## src/logic/ctrl_consts.svh

```systemverilog
// Controller width constants

`ifndef CTRL_CONSTS_SVH
`define CTRL_CONSTS_SVH

////////////////////
// control path
////////////////////

// program counter source select toward fetch
`define CTRL_PCMUX_W 3

// jump kind reported by the decoder
`define CTRL_JUMP_W 2

// main fsm state code
`define CTRL_STATE_W 3

////////////////////
// operand path
////////////////////

// per operand forwarding mux select
`define FWD_SEL_W 2

`endif

```

## src/logic/ctrl_pkg.sv

```systemverilog
// Controller control types

`default_nettype none

`include "ctrl_consts.svh"

package ctrl_pkg;

  // fetch stage pc source
  typedef enum logic [`CTRL_PCMUX_W-1:0] {
    PC_BOOT      = 3'b000,
    PC_JUMP      = 3'b010,
    PC_BRANCH    = 3'b011,
    PC_EXCEPTION = 3'b100,
    PC_ERET      = 3'b101
  } pc_src_e;

  // kind of control transfer sitting in decode
  typedef enum logic [`CTRL_JUMP_W-1:0] {
    NONE = 2'b00,
    JAL  = 2'b01,
    JALR = 2'b10,
    COND = 2'b11
  } jump_kind_e;

  // main fsm states
  typedef enum logic [`CTRL_STATE_W-1:0] {
    RESET,
    BOOT_SET,
    SLEEP,
    FIRST_FETCH,
    DECODE,
    FLUSH_EX,
    FLUSH_WB
  } ctrl_state_e;

  // decoder report for the instruction in id
  typedef struct packed {
    logic       illegal;
    logic       mret;
    logic       pipe_flush;
    jump_kind_e jump_in_dec;
  } dec_info_t;

  // exception controller strobes
  typedef struct packed {
    logic ack;
    logic irq_ack;
    logic save_if;
    logic save_id;
    logic save_branch;
    logic restore_mret;
  } exc_ctrl_t;

endpackage

`default_nettype wire

```

## src/logic/fwd_pkg.sv

```systemverilog
// Operand forwarding types

`default_nettype none

`include "ctrl_consts.svh"

package fwd_pkg;

  // source of an id stage operand
  typedef enum logic [`FWD_SEL_W-1:0] {
    SEL_REGFILE = 2'b00,
    SEL_FW_EX   = 2'b01,
    SEL_FW_WB   = 2'b10
  } fwd_sel_e;

  // destination register compares against sources a, b and c
  typedef struct packed {
    logic ex_a;
    logic ex_b;
    logic ex_c;
    logic wb_a;
    logic wb_b;
    logic wb_c;
    logic alu_a;
    logic alu_b;
    logic alu_c;
  } reg_match_t;

  // pending register file writes per stage
  typedef struct packed {
    logic we_ex;
    logic we_wb;
    logic alu_we_fw;
  } wb_en_t;

  // mux selects for the three id operands
  typedef struct packed {
    fwd_sel_e op_a;
    fwd_sel_e op_b;
    fwd_sel_e op_c;
  } fwd_sels_t;

endpackage

`default_nettype wire

```

## src/logic/ctrl_fsm.sv

```systemverilog
// Main control FSM

`timescale 1ns/10ps
`default_nettype none

module ctrl_fsm (
  input  logic                clk,
  input  logic                rst_n,

  // core enable and id stage status
  input  logic                fetch_enable_i,
  input  logic                instr_valid_i,
  input  logic                id_ready_i,
  input  logic                ex_valid_i,

  // branch resolved in ex
  input  logic                branch_taken_ex_i,

  // decoder report
  input  ctrl_pkg::dec_info_t dec_info_i,

  // interrupt and exception requests
  input  logic                int_req_i,
  input  logic                ext_req_i,

  // hazard unit
  input  logic                jr_stall_i,

  output logic                ctrl_busy_o,
  output logic                is_decoding_o,
  output logic                instr_req_o,
  output logic                pc_set_o,
  output ctrl_pkg::pc_src_e   pc_mux_o,
  output ctrl_pkg::exc_ctrl_t exc_ctrl_o,
  output logic                halt_if_o,
  output logic                halt_id_o
);

  import ctrl_pkg::*;

  ctrl_state_e state_q;
  ctrl_state_e state_d;

  // set once a jump or mret has redirected fetch
  logic jump_done_q;
  logic jump_done_d;

  logic exc_req;
  logic jump_uncond;

  assign exc_req     = int_req_i | ext_req_i;
  assign jump_uncond = (dec_info_i.jump_in_dec == JAL) || (dec_info_i.jump_in_dec == JALR);

  ////////////////////
  // next state
  ////////////////////

  always_comb begin
    state_d       = state_q;
    jump_done_d   = jump_done_q;

    instr_req_o   = 1'b1;
    ctrl_busy_o   = 1'b1;
    is_decoding_o = 1'b0;
    pc_set_o      = 1'b0;
    pc_mux_o      = PC_BOOT;
    exc_ctrl_o    = '0;
    halt_if_o     = 1'b0;
    halt_id_o     = 1'b0;

    case (state_q)
      // idle until the core is enabled
      RESET: begin
        ctrl_busy_o = 1'b0;
        instr_req_o = 1'b0;
        if (fetch_enable_i) begin
          state_d = BOOT_SET;
        end
      end

      // load boot address into fetch
      BOOT_SET: begin
        pc_mux_o = PC_BOOT;
        pc_set_o = 1'b1;
        state_d  = FIRST_FETCH;
      end

      // pipeline is empty, fetch stopped
      SLEEP: begin
        ctrl_busy_o = 1'b0;
        instr_req_o = 1'b0;
        halt_if_o   = 1'b1;
        halt_id_o   = 1'b1;
        // wake on enable or on any pending request
        if (fetch_enable_i || exc_req) begin
          state_d = FIRST_FETCH;
        end
      end

      // wait for the first instruction to land in id
      FIRST_FETCH: begin
        if (id_ready_i) begin
          state_d = DECODE;
        end
        // nothing in id yet so the if pc is saved
        if (exc_req) begin
          pc_mux_o           = PC_EXCEPTION;
          pc_set_o           = 1'b1;
          exc_ctrl_o.ack     = 1'b1;
          exc_ctrl_o.irq_ack = ext_req_i;
          exc_ctrl_o.save_if = 1'b1;
        end
      end

      DECODE: begin
        // a taken branch in ex kills the id instruction
        if (instr_valid_i && !branch_taken_ex_i) begin
          is_decoding_o = 1'b1;

          if (jump_uncond) begin
            // target is known in id, redirect once
            pc_mux_o = PC_JUMP;
            if (!jr_stall_i && !jump_done_q) begin
              pc_set_o    = 1'b1;
              jump_done_d = 1'b1;
            end
          end else if (int_req_i) begin
            // internal exception for the id instruction
            pc_mux_o           = PC_EXCEPTION;
            pc_set_o           = 1'b1;
            exc_ctrl_o.ack     = 1'b1;
            halt_id_o          = 1'b1;
            exc_ctrl_o.save_id = 1'b1;
          end

          if (dec_info_i.mret) begin
            // return to the saved epc
            pc_mux_o                = PC_ERET;
            exc_ctrl_o.restore_mret = 1'b1;
            if (!jump_done_q) begin
              pc_set_o    = 1'b1;
              jump_done_d = 1'b1;
            end
          end else if (ext_req_i) begin
            pc_mux_o           = PC_EXCEPTION;
            pc_set_o           = 1'b1;
            exc_ctrl_o.ack     = 1'b1;
            exc_ctrl_o.irq_ack = 1'b1;
            halt_id_o          = 1'b1;
            exc_ctrl_o.save_id = 1'b1;
          end

          // wfi style flush, or mret back into sleep
          if (dec_info_i.pipe_flush || (dec_info_i.mret && !fetch_enable_i)) begin
            halt_if_o = 1'b1;
            halt_id_o = 1'b1;
            state_d   = FLUSH_EX;
          end
        end

        // empty id slot, external irq saves the if pc
        if (!instr_valid_i && !branch_taken_ex_i && ext_req_i) begin
          pc_mux_o           = PC_EXCEPTION;
          pc_set_o           = 1'b1;
          exc_ctrl_o.ack     = 1'b1;
          exc_ctrl_o.irq_ack = 1'b1;
          halt_id_o          = 1'b1;
          exc_ctrl_o.save_if = 1'b1;
        end

        if (branch_taken_ex_i) begin
          pc_mux_o = PC_BRANCH;
          pc_set_o = 1'b1;
          // irq outranks the branch target, save the target instead
          if (ext_req_i) begin
            pc_mux_o               = PC_EXCEPTION;
            exc_ctrl_o.ack         = 1'b1;
            exc_ctrl_o.irq_ack     = 1'b1;
            halt_id_o              = 1'b1;
            exc_ctrl_o.save_branch = 1'b1;
          end
        end
      end

      // drain ex stage
      FLUSH_EX: begin
        halt_if_o = 1'b1;
        halt_id_o = 1'b1;
        if (ex_valid_i) begin
          state_d = FLUSH_WB;
        end
      end

      // drain wb stage, then resume or sleep
      FLUSH_WB: begin
        halt_if_o = 1'b1;
        halt_id_o = 1'b1;
        if (fetch_enable_i) begin
          halt_if_o = 1'b0;
          state_d   = DECODE;
        end else begin
          state_d = SLEEP;
        end
      end

      // unused code, recover
      default: begin
        instr_req_o = 1'b0;
        state_d     = RESET;
      end
    endcase
  end

  ////////////////////
  // state registers
  ////////////////////

  always_ff @(posedge clk or negedge rst_n) begin
    if (!rst_n) begin
      state_q     <= RESET;
      jump_done_q <= 1'b0;
    end else begin
      state_q     <= state_d;
      // released once id accepts the next instruction
      jump_done_q <= jump_done_d & ~id_ready_i;
    end
  end

endmodule

`default_nettype wire

```

## src/logic/hazard_unit.sv

```systemverilog
// Pipeline stall detection

`timescale 1ns/10ps
`default_nettype none

module hazard_unit (
  input  logic                 is_decoding_i,
  input  logic                 illegal_i,
  input  ctrl_pkg::jump_kind_e jump_in_dec_i,
  input  logic                 data_req_ex_i,
  input  fwd_pkg::wb_en_t      wb_en_i,
  input  fwd_pkg::reg_match_t  reg_match_i,
  output logic                 load_stall_o,
  output logic                 jr_stall_o,
  output logic                 deassert_we_o
);

  import ctrl_pkg::*;

  logic ex_reads;
  logic a_pending;

  // id reads the register a load in ex is writing
  assign ex_reads = reg_match_i.ex_a | reg_match_i.ex_b | reg_match_i.ex_c;

  // source a still has a write in flight somewhere
  assign a_pending = (wb_en_i.we_ex     & reg_match_i.ex_a) |
                     (wb_en_i.we_wb     & reg_match_i.wb_a) |
                     (wb_en_i.alu_we_fw & reg_match_i.alu_a);

  ////////////////////
  // stalls
  ////////////////////

  // load data arrives too late to forward
  assign load_stall_o = data_req_ex_i & wb_en_i.we_ex & ex_reads;

  // jalr target is computed in id from rs1
  assign jr_stall_o = (jump_in_dec_i == JALR) & a_pending;

  ////////////////////
  // write enable kill
  ////////////////////

  // stalled, illegal or idle id must not commit
  assign deassert_we_o = load_stall_o | jr_stall_o | illegal_i | ~is_decoding_i;

endmodule

`default_nettype wire

```

## src/logic/fwd_unit.sv

```systemverilog
// Operand forwarding select

`timescale 1ns/10ps
`default_nettype none

module fwd_unit (
  input  fwd_pkg::wb_en_t     wb_en_i,
  input  fwd_pkg::reg_match_t reg_match_i,
  input  logic                data_misaligned_i,
  input  logic                mult_multicycle_i,
  output fwd_pkg::fwd_sels_t  fwd_sels_o
);

  import fwd_pkg::*;

  // pick one operand source, alu path beats wb
  function automatic fwd_sel_e pick_src(input logic wb_hit, input logic alu_hit);
    fwd_sel_e sel;
    sel = SEL_REGFILE;
    if (wb_en_i.we_wb && wb_hit) begin
      sel = SEL_FW_WB;
    end
    if (wb_en_i.alu_we_fw && alu_hit) begin
      sel = SEL_FW_EX;
    end
    return sel;
  endfunction

  always_comb begin
    fwd_sels_o.op_a = pick_src(reg_match_i.wb_a, reg_match_i.alu_a);
    fwd_sels_o.op_b = pick_src(reg_match_i.wb_b, reg_match_i.alu_b);
    fwd_sels_o.op_c = pick_src(reg_match_i.wb_c, reg_match_i.alu_c);

    // second half of a misaligned access reuses the ex address
    if (data_misaligned_i) begin
      fwd_sels_o.op_a = SEL_FW_EX;
      fwd_sels_o.op_b = SEL_REGFILE;
    end else if (mult_multicycle_i) begin
      // multiplier keeps partial result on op c
      fwd_sels_o.op_c = SEL_FW_EX;
    end
  end

endmodule

`default_nettype wire

```

## src/logic/core_controller.sv

```systemverilog
// Core controller top

`timescale 1ns/10ps
`default_nettype none

module core_controller (
  input  logic                clk,
  input  logic                rst_n,

  input  logic                fetch_enable_i,
  input  logic                instr_valid_i,
  input  logic                branch_taken_ex_i,
  input  ctrl_pkg::dec_info_t dec_info_i,
  input  logic                int_req_i,
  input  logic                ext_req_i,
  input  logic                id_ready_i,
  input  logic                ex_valid_i,

  // lsu and multiplier status
  input  logic                data_req_ex_i,
  input  logic                data_misaligned_i,
  input  logic                mult_multicycle_i,

  // register file hazard info
  input  fwd_pkg::wb_en_t     wb_en_i,
  input  fwd_pkg::reg_match_t reg_match_i,

  output logic                ctrl_busy_o,
  output logic                is_decoding_o,
  output logic                instr_req_o,
  output logic                pc_set_o,
  output ctrl_pkg::pc_src_e   pc_mux_o,
  output ctrl_pkg::exc_ctrl_t exc_ctrl_o,
  output logic                halt_if_o,
  output logic                halt_id_o,
  output logic                deassert_we_o,
  output logic                load_stall_o,
  output logic                jr_stall_o,
  output fwd_pkg::fwd_sels_t  fwd_sels_o
);

  ////////////////////
  // control fsm
  ////////////////////

  // jr stall holds back the jump, is_decoding gates we
  ctrl_fsm i_ctrl_fsm (
    .clk               (clk),
    .rst_n             (rst_n),
    .fetch_enable_i    (fetch_enable_i),
    .instr_valid_i     (instr_valid_i),
    .id_ready_i        (id_ready_i),
    .ex_valid_i        (ex_valid_i),
    .branch_taken_ex_i (branch_taken_ex_i),
    .dec_info_i        (dec_info_i),
    .int_req_i         (int_req_i),
    .ext_req_i         (ext_req_i),
    .jr_stall_i        (jr_stall_o),
    .ctrl_busy_o       (ctrl_busy_o),
    .is_decoding_o     (is_decoding_o),
    .instr_req_o       (instr_req_o),
    .pc_set_o          (pc_set_o),
    .pc_mux_o          (pc_mux_o),
    .exc_ctrl_o        (exc_ctrl_o),
    .halt_if_o         (halt_if_o),
    .halt_id_o         (halt_id_o)
  );

  ////////////////////
  // stalls
  ////////////////////

  hazard_unit i_hazard_unit (
    .is_decoding_i (is_decoding_o),
    .illegal_i     (dec_info_i.illegal),
    .jump_in_dec_i (dec_info_i.jump_in_dec),
    .data_req_ex_i (data_req_ex_i),
    .wb_en_i       (wb_en_i),
    .reg_match_i   (reg_match_i),
    .load_stall_o  (load_stall_o),
    .jr_stall_o    (jr_stall_o),
    .deassert_we_o (deassert_we_o)
  );

  // forwarding sees only core inputs
  fwd_unit i_fwd_unit (
    .wb_en_i           (wb_en_i),
    .reg_match_i       (reg_match_i),
    .data_misaligned_i (data_misaligned_i),
    .mult_multicycle_i (mult_multicycle_i),
    .fwd_sels_o        (fwd_sels_o)
  );

endmodule

`default_nettype wire

```

## config.mk

```make
export PLATFORM = sky130hd
export DESIGN_NAME = core_controller
export DESIGN_NICKNAME = d
export VERILOG_FILES = /design/src/logic/ctrl_pkg.sv /design/src/logic/fwd_pkg.sv /design/src/logic/ctrl_fsm.sv /design/src/logic/hazard_unit.sv /design/src/logic/fwd_unit.sv /design/src/logic/core_controller.sv
export VERILOG_INCLUDE_DIRS = /design/src /design/src/logic
export SDC_FILE = /design/constraint.sdc
export NUM_CORES = 1
export LEC_CHECK = 0
export BUFFER_PORTS_ARGS = -buffer_cell sky130_fd_sc_hd__buf_2
export CORE_UTILIZATION = 39
export CTS_CLUSTER_SIZE = 8
export DETAILED_ROUTE_END_ITERATION = 16
export PLACE_DENSITY = 0.83
export SYNTH_ARGS = -nofsm -noshare
export SYNTH_HDL_FRONTEND = slang
export SYNTH_HIERARCHICAL = 1
export SYNTH_SLANG_ARGS = --single-unit
export TNS_END_PERCENT = 1
```

## constraint.sdc

```tcl
create_clock -name clk -period 1.9 [get_ports clk]
set_clock_uncertainty 0.15 [all_clocks]
set_input_delay 0.38 -clock clk [delete_from_list [all_inputs] [get_ports clk]]
set_output_delay 0.38 -clock clk [all_outputs]
set_load 0.05 [all_outputs]
```

==> results.cfg <==
[worst_setup_path]
worst_path_max_delay_cell = a222oi_1
cp_cell_sequence = buf_6 > a222oi_1 > buf_4 > nor3_4 > o21ba_4 > o211ai_1 > a221o_2 > buf_8
path_max_fanout = 3
required_ps = 1370
max_stage_delay_ps = 320
cp_data_arrival_time_ps = 1730
path_class = input port to output port
startpoint_type = input port
end_kind = output port

[clocking]
cts_tree = done
cts_buffers = 3
htree_num_levels = 1
clock_path_buffers = 2
cts.sinks = 4
clk_latency_ps = 240
clkTransAtPathRegs_ps = 40
cts_root_buf = clkbuf_4

[logic_synthesis]
synth.avg_cell_area_sq_um = 7.214
syn-cell-area_sq_um = 706.9
synth_edf_count = 0
synth_seq_cells = 4
yosysTopAreaCellShare = 0.1416
syn-instance-count = 98
netlist_top_cells_area = dfrtp_1 (14%), o21ai_0 (7.1%), a21oi_1 (5.0%)
ys_seq_area_frac = 0.1416
ys_warn_count = 6
yosysMostFrequentCell = o21ai_0
synth_nets = 127
synth_common_cells = o21ai_0 (10), nand2_1 (9), nor2_1 (8)
async_flop_share = 1.000
synth_flop_cell = dfrtp_1
synth_largest_area_cell = dfrtp_1
ys_types = 40

[sta]
finalSetupTns_ps = -2261
hold_viol = 0
fin_crit_sh = 1.188
slew_headroom = 0.7731
worst_slack_ps = -357.9
fmax_mhz = 442.9
drv_slew = 0
fin_crit_ps = 2258
tightest_slew_ps = 340.3
holdWs_ps = 198.9
rsz0062_at_grt = yes
setup_viol = 14

[global_route]
grt_pass1_wl_um = 4140
grt_overflow = 0
groute.usage.overall = 0.2846
grt_max_degree = 18
antenna_found_initial = 0
first_global_vias = 1002

[cells_and_area]
nets = 204
antenna_cells = 0
fill_cells = 106
final_layout_size_suffix_gt1_frac = 0.6127
syn_to_final_growth_pct = 98.41
stdcell_count = 198

[floorplan]
floorplan.die_area_sq_mm = 0.001987
die_w_um = 44.58
die_h_um = 44.58
row_count = 15
ios = 53
initial_core_util = 0.4139
core_area_sq_mm = 0.001708

[placed_design]
post-dp-hpwl_um = 1994
port_buffers = 52
place_congestion = 0.8047
placed_cells = 193

[route]
drt_iter0_markers = 28
drtAntennaViolNets = 0
finalWirelength_um = 2848
post_drt_wl_per_cell_um = 14.38
drc = 0
vias = 1056
routed_via_density = 5.333
firstDrtPassIters = 4

[power]
ir_worst_vdd_mv = 1.284
leakage_nw = 0.6937
power_density_mw_per_mm2 = 1312

[job]
cap_violations = 0

[run_status]
outcome = finished, violations left
violations = negative setup slack

[min_path]
min_path_type = input port to flop
[placed cells by master, fill, tap and decap left out, types with 3 or more instances in the layout]
cell / count
a21oi_1: 5
and3_1: 4
buf_2: 34
buf_4: 21
buf_6: 19
clkbuf_4: 4
dfrtp_1: 3
inv_1: 5
nand2_1: 9
nand2b_1: 3
nor2_1: 8
nor2b_1: 4
o21ai_0: 7
o21ai_1: 3
[worst paths after layout]
check / from / to / slack, ps / cells after the start
worst max-delay path: wb_en_i[1] / pc_set_o / -360 / 8
worst min-delay path: id_ready_i / i_ctrl_fsm/jump_done_q$_DFF_PN0_ / 200 / 2
worst max register to register: i_ctrl_fsm/state_q[0]$_DFFE_PN0P_ / i_ctrl_fsm/state_q[0]$_DFFE_PN0P_ / 360 / 5
worst min register to register: i_ctrl_fsm/jump_done_q$_DFF_PN0_ / i_ctrl_fsm/jump_done_q$_DFF_PN0_ / 480 / 2
max in group asynchronous: rst_n / i_ctrl_fsm/state_q[1]$_DFFE_PN0P_ / 1150 / 2
min in group asynchronous: rst_n / i_ctrl_fsm/state_q[0]$_DFFE_PN0P_ / 320 / 2
[cells by family (layout without fill, tap and decap cells)]
family / Yosys count / in the layout / share of synthesized area
buffers and inverters: 13 / 88 / 0.09380
AO/OA/AOI/OAI: 33 / 33 / 0.3522
XOR/XNOR: 1 / 1 / 0.01239
AND/OR/NAND/NOR: 47 / 47 / 0.4000
flip-flops: 4 / 4 / 0.1416
[worst max-delay path, delay by kind of cell]
family	cells	cell delay [ps]
compound gates	4	880
buf+inv	3	430
simple gates	1	40
[cell type report]
type                            instances  area (sq um)  area share
Timing Repair Buffer                   78         589.3      0.4202
Sequential cell                         4         101.3     0.07226
Multi-Input combinational cell         81         624.3      0.4451
Clock buffer                            3         22.52     0.01606
Inverter                                7         33.78     0.02409
Tap cell                               25         31.28     0.02230
[routing by layer]
metal / GRT usage / vias up / share of wire
met5: 0 / - / 0
met1: 0.2611 / 492 / 0.36
met4: 0.1636 / 0 / 0.027
met3: 0.03265 / 8 / 0.055
met2: 0.5824 / 53 / 0.56
li1: - / 503 / -
[flip-flops by register name, summed over array words and instances (netlist names)]
name / flops
i_ctrl_fsm/jump_done_q: 1
i_ctrl_fsm/state_q: 3
[repair_timing]
action / CTS / global route
setup buffers: 1 / 0
hold endpoints to repair: 4 / 0
gates resized for setup: 43 / 12
pin swaps: 6 / 5
hold buffers: 1 / 0
endpoints found under the setup margin: 15 / 16
[stage by stage]
stage / area (sq um) / power [mW] / setup WS (ps) / util
3_5_place_dp: 1176 / 1.423 / -497.0 / 0.6886
5_1_grt: 1403 / 1.933 / -424.3 / 0.8212
6_report: 1403 / 1.841 / -357.9 / 0.8212
4_1_cts: 1368 / 1.771 / -387.7 / 0.8007
3_3_place_gp: 1176 / 1.388 / -438.5 / 0.6886
2_1_floorplan: 743.2 / 1.119 / -412.3 / -
[power breakdown]
part | total, mW | internal [mW] | leakage, nW | switching [mW]
clock network | 0.108 | 0.0708 | 0.0138 | 0.0375
registers | 0.163 | 0.120 | 0.0489 | 0.0426
logic | 1.57 | 0.638 | 0.631 | 0.931
No activity file was read; power rests on OpenSTA's default activity.
